==> src/logic/egress_pkg.sv <==
////////////////////////////////////////
// Egress sizes, vector types, descriptor
// structs and per-port scheduler state
////////////////////////////////////////
package egress_pkg;

    ////////////////////////////////////////
    // Build sizes
    localparam int NUM_EGR_PORTS   = 4;
    // Highest index is the highest priority
    localparam int QUEUES_PER_PORT = 4;
    localparam int NUM_QUEUES      = NUM_EGR_PORTS * QUEUES_PER_PORT;
    localparam int QUEUE_DEPTH     = 4;
    localparam int MAX_SEGS        = 8;
    localparam int DQ_LATENCY      = 1;
    localparam int PORT_CREDITS    = 4;

    // Field widths
    localparam int PORT_W   = $clog2(NUM_EGR_PORTS);
    localparam int PRIO_W   = $clog2(QUEUES_PER_PORT);
    localparam int QID_W    = PORT_W + PRIO_W;
    localparam int SEG_W    = 4;
    localparam int CREDIT_W = 3;
    localparam int QPTR_W   = $clog2(QUEUE_DEPTH);

    ////////////////////////////////////////
    // Vector types
    typedef logic [PORT_W-1:0]        port_id_t;
    typedef logic [PRIO_W-1:0]        prio_t;
    typedef logic [QID_W-1:0]         queue_id_t;
    typedef logic [SEG_W-1:0]         seg_count_t;
    typedef logic [CREDIT_W-1:0]      credit_t;
    typedef logic [NUM_QUEUES-1:0]    queue_mask_t;
    typedef logic [NUM_EGR_PORTS-1:0] port_mask_t;
    typedef logic [QPTR_W-1:0]        qptr_t;
    typedef logic [QPTR_W:0]          qcount_t;

    ////////////////////////////////////////
    // Descriptor and segment records
    typedef struct packed {
        logic       valid;
        queue_id_t  queue_id;
        seg_count_t seg_count;
    } enq_t;

    typedef struct packed {
        logic      valid;
        queue_id_t queue_id;
    } dq_req_t;

    typedef struct packed {
        logic       valid;
        logic       last;
        queue_id_t  queue_id;
        seg_count_t seg_idx;
    } dq_note_t;

    typedef enum logic {
        idle,
        in_packet
    } sched_state_e;

    // Queue id is port in the upper bits, priority below
    function automatic port_id_t qid_port(queue_id_t qid);
        return qid[QID_W-1:PRIO_W];
    endfunction

    function automatic queue_id_t qid_make(port_id_t port, prio_t prio);
        return {port, prio};
    endfunction

endpackage

==> src/logic/queue_store.sv <==
////////////////////////////////////////
// Per-queue descriptor FIFOs and the
// segment streamer for dequeue requests
////////////////////////////////////////
`timescale 1ns/1ps

module queue_store (
    input  logic                    dequeue_notification,
    input  logic                    reset,
    input  egress_pkg::enq_t        enq,
    input  egress_pkg::dq_req_t     dq_req,
    output egress_pkg::queue_mask_t queue_empty,
    output egress_pkg::queue_mask_t queue_full,
    output logic                    enq_drop,
    output egress_pkg::dq_note_t    dq_note
);

    egress_pkg::seg_count_t fifo_mem [egress_pkg::NUM_QUEUES][egress_pkg::QUEUE_DEPTH];
    egress_pkg::qptr_t      wr_ptr   [egress_pkg::NUM_QUEUES];
    egress_pkg::qptr_t      rd_ptr   [egress_pkg::NUM_QUEUES];
    egress_pkg::qcount_t    fill     [egress_pkg::NUM_QUEUES];
    egress_pkg::seg_count_t seg_idx  [egress_pkg::NUM_QUEUES];

    logic                    push;
    logic                    head_last;
    egress_pkg::seg_count_t  head_segs;
    egress_pkg::queue_mask_t push_mask;
    egress_pkg::queue_mask_t pop_mask;

    ////////////////////////////////////////
    // Occupancy flags
    always_comb begin
        for (int q = 0; q < egress_pkg::NUM_QUEUES; q++) begin
            queue_empty[q] = (fill[q] == '0);
            queue_full[q]  = (fill[q] == egress_pkg::qcount_t'(egress_pkg::QUEUE_DEPTH));
        end
    end

    // Full queue drops the descriptor
    assign push = enq.valid && !queue_full[enq.queue_id];

    // Head descriptor of the requested queue
    assign head_segs = fifo_mem[dq_req.queue_id][rd_ptr[dq_req.queue_id]];
    assign head_last = (seg_idx[dq_req.queue_id] == egress_pkg::seg_count_t'(head_segs - 1'b1));

    assign push_mask = push ? (egress_pkg::queue_mask_t'(1) << enq.queue_id) : '0;
    assign pop_mask  = (dq_req.valid && head_last) ?
                       (egress_pkg::queue_mask_t'(1) << dq_req.queue_id) : '0;

    always_ff @(posedge dequeue_notification) begin
        if (push) begin
            fifo_mem[enq.queue_id][wr_ptr[enq.queue_id]] <= enq.seg_count;
        end
    end

    ////////////////////////////////////////
    // Pointers, fill counts, segment index
    always_ff @(posedge dequeue_notification) begin
        if (reset) begin
            for (int q = 0; q < egress_pkg::NUM_QUEUES; q++) begin
                wr_ptr[q]  <= '0;
                rd_ptr[q]  <= '0;
                fill[q]    <= '0;
                seg_idx[q] <= '0;
            end
            enq_drop <= 1'b0;
            dq_note  <= '0;
        end else begin
            enq_drop <= enq.valid && queue_full[enq.queue_id];
            for (int q = 0; q < egress_pkg::NUM_QUEUES; q++) begin
                if (push_mask[q]) begin
                    wr_ptr[q] <= wr_ptr[q] + 1'b1;
                end
                if (pop_mask[q]) begin
                    rd_ptr[q] <= rd_ptr[q] + 1'b1;
                end
                fill[q] <= egress_pkg::qcount_t'(fill[q] + push_mask[q] - pop_mask[q]);
            end

            // One segment per request, last one pops the head
            if (dq_req.valid) begin
                seg_idx[dq_req.queue_id] <= head_last ? '0 :
                    egress_pkg::seg_count_t'(seg_idx[dq_req.queue_id] + 1'b1);
                dq_note.valid    <= 1'b1;
                dq_note.last     <= head_last;
                dq_note.queue_id <= dq_req.queue_id;
                dq_note.seg_idx  <= seg_idx[dq_req.queue_id];
            end else begin
                dq_note.valid <= 1'b0;
            end
        end
    end

    // Scheduler only picks queues it saw non-empty
    a_req_not_empty: assert property (@(posedge dequeue_notification) disable iff (reset)
        dq_req.valid |-> !queue_empty[dq_req.queue_id]);

    a_enq_size: assert property (@(posedge dequeue_notification) disable iff (reset)
        enq.valid |-> (enq.seg_count != '0) && (enq.seg_count <= egress_pkg::MAX_SEGS));

endmodule

==> src/logic/egress_scheduler.sv <==
////////////////////////////////////////
// Port round robin with busy window and
// sticky strict-priority queue pick
////////////////////////////////////////
`timescale 1ns/1ps

module egress_scheduler (
    input  logic                    dequeue_notification,
    input  logic                    reset,
    input  egress_pkg::queue_mask_t queue_empty,
    input  egress_pkg::port_mask_t  egr_buf_ready,
    input  egress_pkg::dq_note_t    dq_note,
    output egress_pkg::dq_req_t     dq_req
);

    egress_pkg::port_mask_t port_has_work;
    egress_pkg::port_mask_t port_busy;
    logic [egress_pkg::DQ_LATENCY:0] busy_sr [egress_pkg::NUM_EGR_PORTS];

    logic                 pick_valid;
    egress_pkg::port_id_t pick_port;
    logic                 grant_valid;
    egress_pkg::port_id_t grant_port;

    egress_pkg::sched_state_e pkt_state   [egress_pkg::NUM_EGR_PORTS];
    egress_pkg::prio_t        active_prio [egress_pkg::NUM_EGR_PORTS];
    egress_pkg::prio_t        sel_prio;
    logic [egress_pkg::QUEUES_PER_PORT-1:0] grant_empty;

    ////////////////////////////////////////
    // Port eligibility
    always_comb begin
        for (int p = 0; p < egress_pkg::NUM_EGR_PORTS; p++) begin
            port_has_work[p] = ~&queue_empty[p*egress_pkg::QUEUES_PER_PORT +:
                                             egress_pkg::QUEUES_PER_PORT];
            port_busy[p]     = |busy_sr[p];
        end
    end

    // Search starts one past the last granted port
    always_comb begin
        egress_pkg::port_id_t cand;
        pick_valid = 1'b0;
        pick_port  = grant_port;
        cand       = grant_port;
        for (int off = 1; off <= egress_pkg::NUM_EGR_PORTS; off++) begin
            cand = egress_pkg::port_id_t'((int'(grant_port) + off) % egress_pkg::NUM_EGR_PORTS);
            if (!pick_valid && port_has_work[cand] && !port_busy[cand] && egr_buf_ready[cand]) begin
                pick_valid = 1'b1;
                pick_port  = cand;
            end
        end
    end

    ////////////////////////////////////////
    // Grant stage
    always_ff @(posedge dequeue_notification) begin
        if (reset) begin
            grant_valid <= 1'b0;
            // Port 0 goes first out of reset
            grant_port  <= egress_pkg::port_id_t'(egress_pkg::NUM_EGR_PORTS - 1);
            for (int p = 0; p < egress_pkg::NUM_EGR_PORTS; p++) begin
                busy_sr[p] <= '0;
            end
        end else begin
            grant_valid <= pick_valid;
            if (pick_valid) begin
                grant_port <= pick_port;
            end
            // Busy until its segment note is out
            for (int p = 0; p < egress_pkg::NUM_EGR_PORTS; p++) begin
                busy_sr[p] <= {busy_sr[p][egress_pkg::DQ_LATENCY-1:0],
                               pick_valid && (pick_port == egress_pkg::port_id_t'(p))};
            end
        end
    end

    ////////////////////////////////////////
    // Queue pick for the granted port
    assign grant_empty = queue_empty[grant_port*egress_pkg::QUEUES_PER_PORT +:
                                     egress_pkg::QUEUES_PER_PORT];

    // Mid-packet keeps the active queue, else highest non-empty wins
    always_comb begin
        sel_prio = active_prio[grant_port];
        if (pkt_state[grant_port] == egress_pkg::idle) begin
            for (int q = 0; q < egress_pkg::QUEUES_PER_PORT; q++) begin
                if (!grant_empty[q]) begin
                    sel_prio = egress_pkg::prio_t'(q);
                end
            end
        end
    end

    always_ff @(posedge dequeue_notification) begin
        if (reset) begin
            dq_req <= '0;
            for (int p = 0; p < egress_pkg::NUM_EGR_PORTS; p++) begin
                pkt_state[p] <= egress_pkg::idle;
            end
        end else begin
            dq_req.valid    <= grant_valid;
            dq_req.queue_id <= egress_pkg::qid_make(grant_port, sel_prio);

            // Last segment frees the port for a new packet
            if (dq_note.valid && dq_note.last) begin
                pkt_state[egress_pkg::qid_port(dq_note.queue_id)] <= egress_pkg::idle;
            end
            if (grant_valid && (pkt_state[grant_port] == egress_pkg::idle)) begin
                pkt_state[grant_port] <= egress_pkg::in_packet;
            end
        end
    end

    always_ff @(posedge dequeue_notification) begin
        if (grant_valid && (pkt_state[grant_port] == egress_pkg::idle)) begin
            active_prio[grant_port] <= sel_prio;
        end
    end

    // Credit is still there when the request goes out
    a_req_port_ready: assert property (@(posedge dequeue_notification) disable iff (reset)
        dq_req.valid |-> |(egr_buf_ready &
                           (egress_pkg::port_mask_t'(1) << egress_pkg::qid_port(dq_req.queue_id))));

endmodule

==> src/logic/egress_credit_tracker.sv <==
////////////////////////////////////////
// Per-port egress buffer credit counters
////////////////////////////////////////
`timescale 1ns/1ps

module egress_credit_tracker (
    input  logic                   dequeue_notification,
    input  logic                   reset,
    input  egress_pkg::dq_req_t    dq_req,
    input  egress_pkg::port_mask_t credit_return,
    output egress_pkg::port_mask_t egr_buf_ready
);

    egress_pkg::credit_t    credit [egress_pkg::NUM_EGR_PORTS];
    egress_pkg::port_mask_t consume;

    // One credit per issued segment request
    always_comb begin
        consume = '0;
        if (dq_req.valid) begin
            consume[egress_pkg::qid_port(dq_req.queue_id)] = 1'b1;
        end
    end

    ////////////////////////////////////////
    // Counters
    always_ff @(posedge dequeue_notification) begin
        if (reset) begin
            for (int p = 0; p < egress_pkg::NUM_EGR_PORTS; p++) begin
                credit[p] <= egress_pkg::credit_t'(egress_pkg::PORT_CREDITS);
            end
        end else begin
            for (int p = 0; p < egress_pkg::NUM_EGR_PORTS; p++) begin
                credit[p] <= egress_pkg::credit_t'(credit[p] - consume[p] + credit_return[p]);
            end
        end
    end

    always_comb begin
        for (int p = 0; p < egress_pkg::NUM_EGR_PORTS; p++) begin
            egr_buf_ready[p] = (credit[p] != '0);
        end
    end

    for (genvar p = 0; p < egress_pkg::NUM_EGR_PORTS; p++) begin : g_chk
        // Requests only follow a grant taken with credit
        a_no_underflow: assert property (@(posedge dequeue_notification) disable iff (reset)
            consume[p] |-> (credit[p] != '0));

        a_no_overflow: assert property (@(posedge dequeue_notification) disable iff (reset)
            credit_return[p] |-> (int'(credit[p]) - int'(consume[p]) < egress_pkg::PORT_CREDITS));
    end

endmodule

==> src/logic/router_egress_top.sv <==
////////////////////////////////////////
// Egress traffic manager top level
////////////////////////////////////////
`timescale 1ns/1ps

module router_egress_top (
    input  logic                    dequeue_notification,
    input  logic                    reset,
    input  egress_pkg::enq_t        enq,
    input  egress_pkg::port_mask_t  credit_return,
    output egress_pkg::queue_mask_t queue_full,
    output logic                    enq_drop,
    output egress_pkg::dq_note_t    dq_note
);

    egress_pkg::queue_mask_t queue_empty;
    egress_pkg::port_mask_t  egr_buf_ready;
    egress_pkg::dq_req_t     dq_req;

    // Descriptor store and segment streamer
    queue_store u_queue_store (
        .dequeue_notification (dequeue_notification),
        .reset                (reset),
        .enq                  (enq),
        .dq_req               (dq_req),
        .queue_empty          (queue_empty),
        .queue_full           (queue_full),
        .enq_drop             (enq_drop),
        .dq_note              (dq_note)
    );

    egress_scheduler u_egress_scheduler (
        .dequeue_notification (dequeue_notification),
        .reset                (reset),
        .queue_empty          (queue_empty),
        .egr_buf_ready        (egr_buf_ready),
        .dq_note              (dq_note),
        .dq_req               (dq_req)
    );

    // Credit flow control toward the egress buffers
    egress_credit_tracker u_egress_credit_tracker (
        .dequeue_notification (dequeue_notification),
        .reset                (reset),
        .dq_req               (dq_req),
        .credit_return        (credit_return),
        .egr_buf_ready        (egr_buf_ready)
    );

endmodule

==> config.mk <==
export PLATFORM = sky130hd
export DESIGN_NAME = router_egress_top
export DESIGN_NICKNAME = d
export VERILOG_FILES = /design/src/logic/egress_pkg.sv /design/src/logic/queue_store.sv /design/src/logic/egress_scheduler.sv /design/src/logic/egress_credit_tracker.sv /design/src/logic/router_egress_top.sv
export SDC_FILE = /design/constraint.sdc
export NUM_CORES = 1
export LEC_CHECK = 0
export BUFFER_PORTS_ARGS = -buffer_cell sky130_fd_sc_hd__buf_2
export CAP_MARGIN = 20
export CORE_MARGIN = 2
export CORE_UTILIZATION = 58
export DETAILED_ROUTE_END_ITERATION = 8
export PLACE_DENSITY = 0.76
export SETUP_SLACK_MARGIN = 0.1
export SYNTH_ARGS = -nofsm -noshare
export SYNTH_HDL_FRONTEND = slang
export SYNTH_HIERARCHICAL = 1
export SYNTH_SLANG_ARGS = --single-unit
==> constraint.sdc <==
create_clock -name dequeue_notification -period 10.3 [get_ports dequeue_notification]
set_input_delay 2.06 -clock dequeue_notification [delete_from_list [all_inputs] [get_ports dequeue_notification]]
set_output_delay 2.06 -clock dequeue_notification [all_outputs]
set_load 0.01 [all_outputs]
### Yosys cells after proc, flatten, opt, wreduce, memory -nomap -nowiden

Memories as Yosys holds them, arrays and structs flattened. A register that Yosys moved wholly into a read port is not among the register bits.
Cells that the tools add are included.

* register bits after elaboration: 19
* bits in writable memories: 464
* input port bits: 15
* output and inout bits: 27
* word-level logic and storage cells: 487
* memories: 9

* add/sub/neg operators: 78
* order comparisons: 10
* equality and inequality tests: 20
* shift-type cells: 3
* mux-type cells: 233
* bitwise operators: 59
* reductions and logical operators: 66

Memories
* u_queue_store.fifo_mem: words 16, bits a word 16, rd ports 1, clocked after memory_dff 1, write ports 1, line queue_store.sv:18 `egress_pkg::seg_count_t fifo_mem [egress_pkg::NUM_QUEUES][egress_pkg::QUEUE_DEPTH];`
* u_queue_store.seg_idx: words 16, bits a word 4, rd ports 1, clocked after memory_dff 1, write ports 16, line queue_store.sv:22 `egress_pkg::seg_count_t seg_idx [egress_pkg::NUM_QUEUES];`
* u_queue_store.fill: words 16, bits a word 3, rd ports 16, clocked after memory_dff 0, write ports 16, line queue_store.sv:21 `egress_pkg::qcount_t fill [egress_pkg::NUM_QUEUES];`
* u_queue_store.rd_ptr: words 16, bits a word 2, rd ports 17, clocked after memory_dff 1, write ports 16, line queue_store.sv:20 `egress_pkg::qptr_t rd_ptr [egress_pkg::NUM_QUEUES];`
* u_queue_store.wr_ptr: words 16, bits a word 2, rd ports 17, clocked after memory_dff 0, write ports 16, line queue_store.sv:19 `egress_pkg::qptr_t wr_ptr [egress_pkg::NUM_QUEUES];`
* u_egress_credit_tracker.credit: words 4, bits a word 3, rd ports 4, clocked after memory_dff 0, write ports 4, line egress_credit_tracker.sv:14 `egress_pkg::credit_t credit [egress_pkg::NUM_EGR_PORTS];`
* 3 more memories

Operator list (number)
* two-way mux 1 bit: 133
* two-way mux 2 bit: 51
* adder 2 x 1 -> 2 bit (second input constant): 34
* adder 3 x 1 -> 3 bit: 20
* two-way mux 3 bit: 20
* subtractor 3 x 1 -> 3 bit: 20
* OR 1 bit: 56
* equality test 3 bit (second input constant): 16
* zero test 3 bit: 16
* two-way mux 16 bit: 3
* two-way mux 4 bit: 10
* << shifter 1 x 4 -> 16 bit (first input constant): 2
* binary-select mux 1 bit (select 2 bit): 12
* logical AND 1 bit: 22
* AND reduction 4 bit: 4
* variable part select 16 x 5 -> 4 bit: 1
* less-than comparator 2 x 3 -> 1 bit (second input constant): 5
* zero test 1 bit: 12
* nonzero test 3 bit: 4
* binary-select mux 4 bit (select 2 bit): 1
* demux 4 bit (select 2 bit): 1
* OR reduction 2 bit: 4
* >= comparator 3 bit (second input constant): 2
* inverter 2 -> 3 bit: 2
* other kinds (15): 18

### Longest topological paths before layout

* depth in word-level cells: 26
* mapped depth: 25
* gate-level depth less buffers: 19

### Hierarchy

The synthesis kept the hierarchy.

Modules (own cells, without submodules)
* queue_store: times used 1, cells an instance 1345, area an instance 20229.4 µm², seq. area each 12712.2 µm²
* egress_scheduler: times used 1, cells an instance 150, area an instance 1610.3 µm², seq. area each 680.7 µm²
* egress_credit_tracker: times used 1, cells an instance 65, area an instance 699.4 µm², seq. area each 240.2 µm²

### Worst setup path after synthesis

OpenSTA, ideal clock, no wires.

* path kind: input to register
* from: input enq[4] (netlist bit)
* to: memory u_queue_store/fill[1][23] (netlist bit)
* library setup time: 128 ps
* arrival time: 5367 ps
* data required time: 10172 ps
* path slack: 4806 ps
* stages on the path: 13
* buffers on the path: 2
* cell sequence: buf_1 mux4_2 mux4_2 nor3_1 nand2_1 clkbuf_1 nor2_1 ha_1 inv_1 fa_1 xor2_1 xnor2_1 nor2_1

RTL lines
* start, declared: line router_egress_top.sv:9 `input egress_pkg::enq_t enq,`
* end, declared: line queue_store.sv:21

==> impl_metrics.env <==
export IMPL_wl_met2_mm=24.5
export IMPL_syn_area_sq_mm=0.0225
export IMPL_antenna_found_initial=0
export IMPL_hold_viol=0
export IMPL_grt_max_degree=117
export IMPL_hold_path_class="reg2reg"
export IMPL_wl_per_cell_um=23.4
export IMPL_pwr_share_clk_pct=31.3
export IMPL_finalSetupTns_ns=0
export IMPL_max_stage_delay_ns=0.89
export IMPL_async_flop_share_pct=0
export IMPL_wirelength_mm=49.9
export IMPL_drv_slew=0
export IMPL_stdcell_count=2136
export IMPL_clock_path_buffers=3
export IMPL_post_cts_buffers=0
export IMPL_dieWidth_um=201
export IMPL_fin_worst_skew_ns=0.0184
export IMPL_wl_met1_mm=20.6
export IMPL_viasPerCell=6.17
export IMPL_crit_top_cell="ha_1"
export IMPL_final_common_cell="edfxtp_1"
export IMPL_switchingPower_mw=1.64
export IMPL_maxCapViolCount=0
export IMPL_switching_share_pct=30.3
export IMPL_clock_latency_ns=0.58
export IMPL_track_usage_pct=25.0
export IMPL_drc=0
export IMPL_synth_edff_count=392
export IMPL_cts_buffers=48
export IMPL_hpwl_mm=31.6
export IMPL_postRouteAntennaNets=0
export IMPL_port_buffers=41
export IMPL_slowest_stage="dfxtp_4"
export IMPL_syn2layout_area_growth_pct=9.42
export IMPL_place_gp_congestion=0.843
export IMPL_synth_distinct_cells=66
export IMPL_crit_family="buffers and inverters"
export IMPL_grt_pass1_vias=13100
export IMPL_cts_root_buf="clkbuf_16"
export IMPL_die_h_um=201
export IMPL_cts_reportedPaths_clkPinSlew_ns=0.06
export IMPL_dr_max_layer_used="met4"
export IMPL_syn_avg_cell_area_sq_um=14.4
export IMPL_status="finished, final reports clean"
export IMPL_drtIter0Drc=1436
export IMPL_grt_pass1_wl_mm=77.8
export IMPL_required_ns=10.72
export IMPL_fmax_ghz=0.152
export IMPL_clock_sinks=485
export IMPL_gr_total_overflow=0
export IMPL_pwr_share_comb_pct=25.9
export IMPL_die_area_sq_mm=0.0405
export IMPL_cp_arrival_ns=6.98
export IMPL_rsz0062_at_grt="no"
export IMPL_layout_common_cells="edfxtp_1, nor2_1, mux4_2"
export IMPL_yosysSeqAreaShare_pct=60.5
export IMPL_peakVddDrop_mv=0.148
export IMPL_ys_ff_latch=485
export IMPL_cp_max_fo=67
export IMPL_drt_pass1_iterations=5
export IMPL_rows=72
export IMPL_vias=13200
export IMPL_hold_buffers=0
export IMPL_antenna_cells=0
export IMPL_layout_drive_gt1_share_pct=20.2
export IMPL_ys_flop_type="edfxtp_1"
export IMPL_path_buf_inv=5
export IMPL_h_tree_depth=2
export IMPL_cts_tree="yes"
export IMPL_finalSetupViolCount=0
export IMPL_p_leak_nw=8.82
export IMPL_worstPathCellList="buf_4 -> mux4_2 -> mux4_2 -> and3_1 -> a211o_1 -> nand2_1 -> ha_1 -> xnor2_1 -> or3_1 -> a221oi_2 -> o21a_4 -> buf_4 -> buf_16 -> and3_1 -> ha_1 -> inv_1 -> ha_1 -> inv_1 -> fa_1 -> xor2_1 -> xnor2_1 -> nor2_1"
export IMPL_seqPwrFrac_pct=42.8
export IMPL_dp_cells=2042
export IMPL_core_area_sq_mm=0.0385
export IMPL_period_minus_slack_ns=6.56
export IMPL_nets=1659
export IMPL_p_per_area_mw_per_mm2=220
export IMPL_initial_utilization_pct=58.6
export IMPL_crit_type="reg2reg"
export IMPL_yosysWarnings=6
export IMPL_slew_headroom_pct=25.5
export IMPL_dr_wl_met3_mm=3.60
export IMPL_worst_slew_pin_slew_ns=1.11
export IMPL_critPathCaptureType="flip-flop"
export IMPL_syn_num_nets=1641
export IMPL_fin_crit_sh_pct=63.7
export IMPL_synthCells=1560
export IMPL_cts_resized=0
export IMPL_p_int_mw=3.78
export IMPL_startpoint_type="flip-flop"
export IMPL_reg2reg_slack_ns=3.74
export IMPL_io_pins=42
[power by group through the flow]
stage	Sequential (mW)	Combinational (mW)	Clock (mW)
after floorplan	2.29	1.12	0
after global placement	2.36	1.33	0
after detailed placement	2.36	1.36	0
after CTS	2.32	1.37	1.72
after global routing	2.33	1.49	1.79
final	2.32	1.40	1.69
[cell type report]
type                            count  area [sq um]
Fill cell                        2720         13800
Sequential cell                   485         13600
Multi-Input combinational cell    905          8150
Clock buffer                       67          1300
Tap cell                          518           648
Timing Repair Buffer               62           430
Inverter                           76           285
Clock inverter                     23           208
[flip-flops by register name, summed over array words and instances, names as in the netlist, named ones only]
signal / cells
u_egress_scheduler/busy_sr: 8
u_queue_store/seg_idx: 64
u_queue_store/rd_ptr: 32
u_queue_store/fill: 48
u_queue_store/wr_ptr: 32
u_queue_store/dq_note: 10
u_queue_store/fifo_mem: 256
u_egress_scheduler/dq_req: 5
u_egress_scheduler/pkt_state: 4
u_egress_scheduler/active_prio: 8
u_egress_scheduler/grant_port: 2
u_egress_scheduler/grant_valid: 1
u_egress_credit_tracker/credit: 12
u_queue_store/enq_drop: 1
[routing by layer]
metal  up-vias  GRT usage [%]
met2       560           40.7
met3        86           3.50
met5         -              0
li1       5819              -
met1      6724           35.6
met4         0           7.22
[metrics by stage]
stage | setup slack, ns | util [%] | total power, mW | hold slack [ns] | area (sq um)
after global placement | 3.83 | 59.9 | 3.69 | 0.446 | 23100
after CTS | 3.62 | 63.9 | 5.41 | 0.466 | 24600
after detailed placement | 3.65 | 59.9 | 3.72 | 0.450 | 23100
final | 3.74 | 64.1 | 5.41 | 0.463 | 24700
after global routing | 3.31 | 64.1 | 5.62 | 0.474 | 24700
after floorplan | 4.81 | - | 3.41 | 0.430 | 22500
[synthesized netlist by cell type, types with 13 or more instances]
cell type | count | area share (%)
a31o_2 | 16 | 0.62
nor4_1 | 31 | 0.86
xnor2_1 | 48 | 1.9
nand3_1 | 18 | 0.40
inv_1 | 74 | 1.2
xor2_1 | 21 | 0.82
edfxtp_1 | 392 | 52
or2_2 | 30 | 0.83
clkbuf_1 | 47 | 0.78
nor3_1 | 28 | 0.62
fa_1 | 20 | 1.8
nand2_1 | 67 | 1.1
dfxtp_1 | 93 | 8.3
nor2_1 | 209 | 3.5
nor2b_1 | 47 | 1.3
ha_1 | 46 | 2.6
nor3b_1 | 20 | 0.67
mux4_2 | 129 | 13
mux2i_1 | 13 | 0.58
and3_1 | 44 | 1.2
buf_2 | 20 | 0.44
[kinds of logic (layout without fill, tap and decap cells)]
group	after synthesis	count (layout)	synth area share (%)
AND/OR/NAND/NOR	557	557	12.7
AO/OA/AOI/OAI	63	63	2.24
flip-flops	485	485	60.5
buffers and inverters	170	228	3.41
multiplexers	146	146	13.8
adder cells (fa/ha/maj)	66	66	4.33
XOR/XNOR	73	73	3.08
[final timing paths]
check / start / cells after the start / endpoint
hold reg to reg: u_egress_scheduler/busy_sr[1][0] / 1 / u_egress_scheduler/busy_sr[1][1]
setup / recovery: u_egress_scheduler/dq_req[1] / 22 / u_queue_store/fill[0][8]
setup reg to reg: u_egress_scheduler/dq_req[1] / 22 / u_queue_store/fill[0][8]
hold / removal: u_egress_scheduler/busy_sr[1][0] / 1 / u_egress_scheduler/busy_sr[1][1]
(Power assumes the default switching activity.)
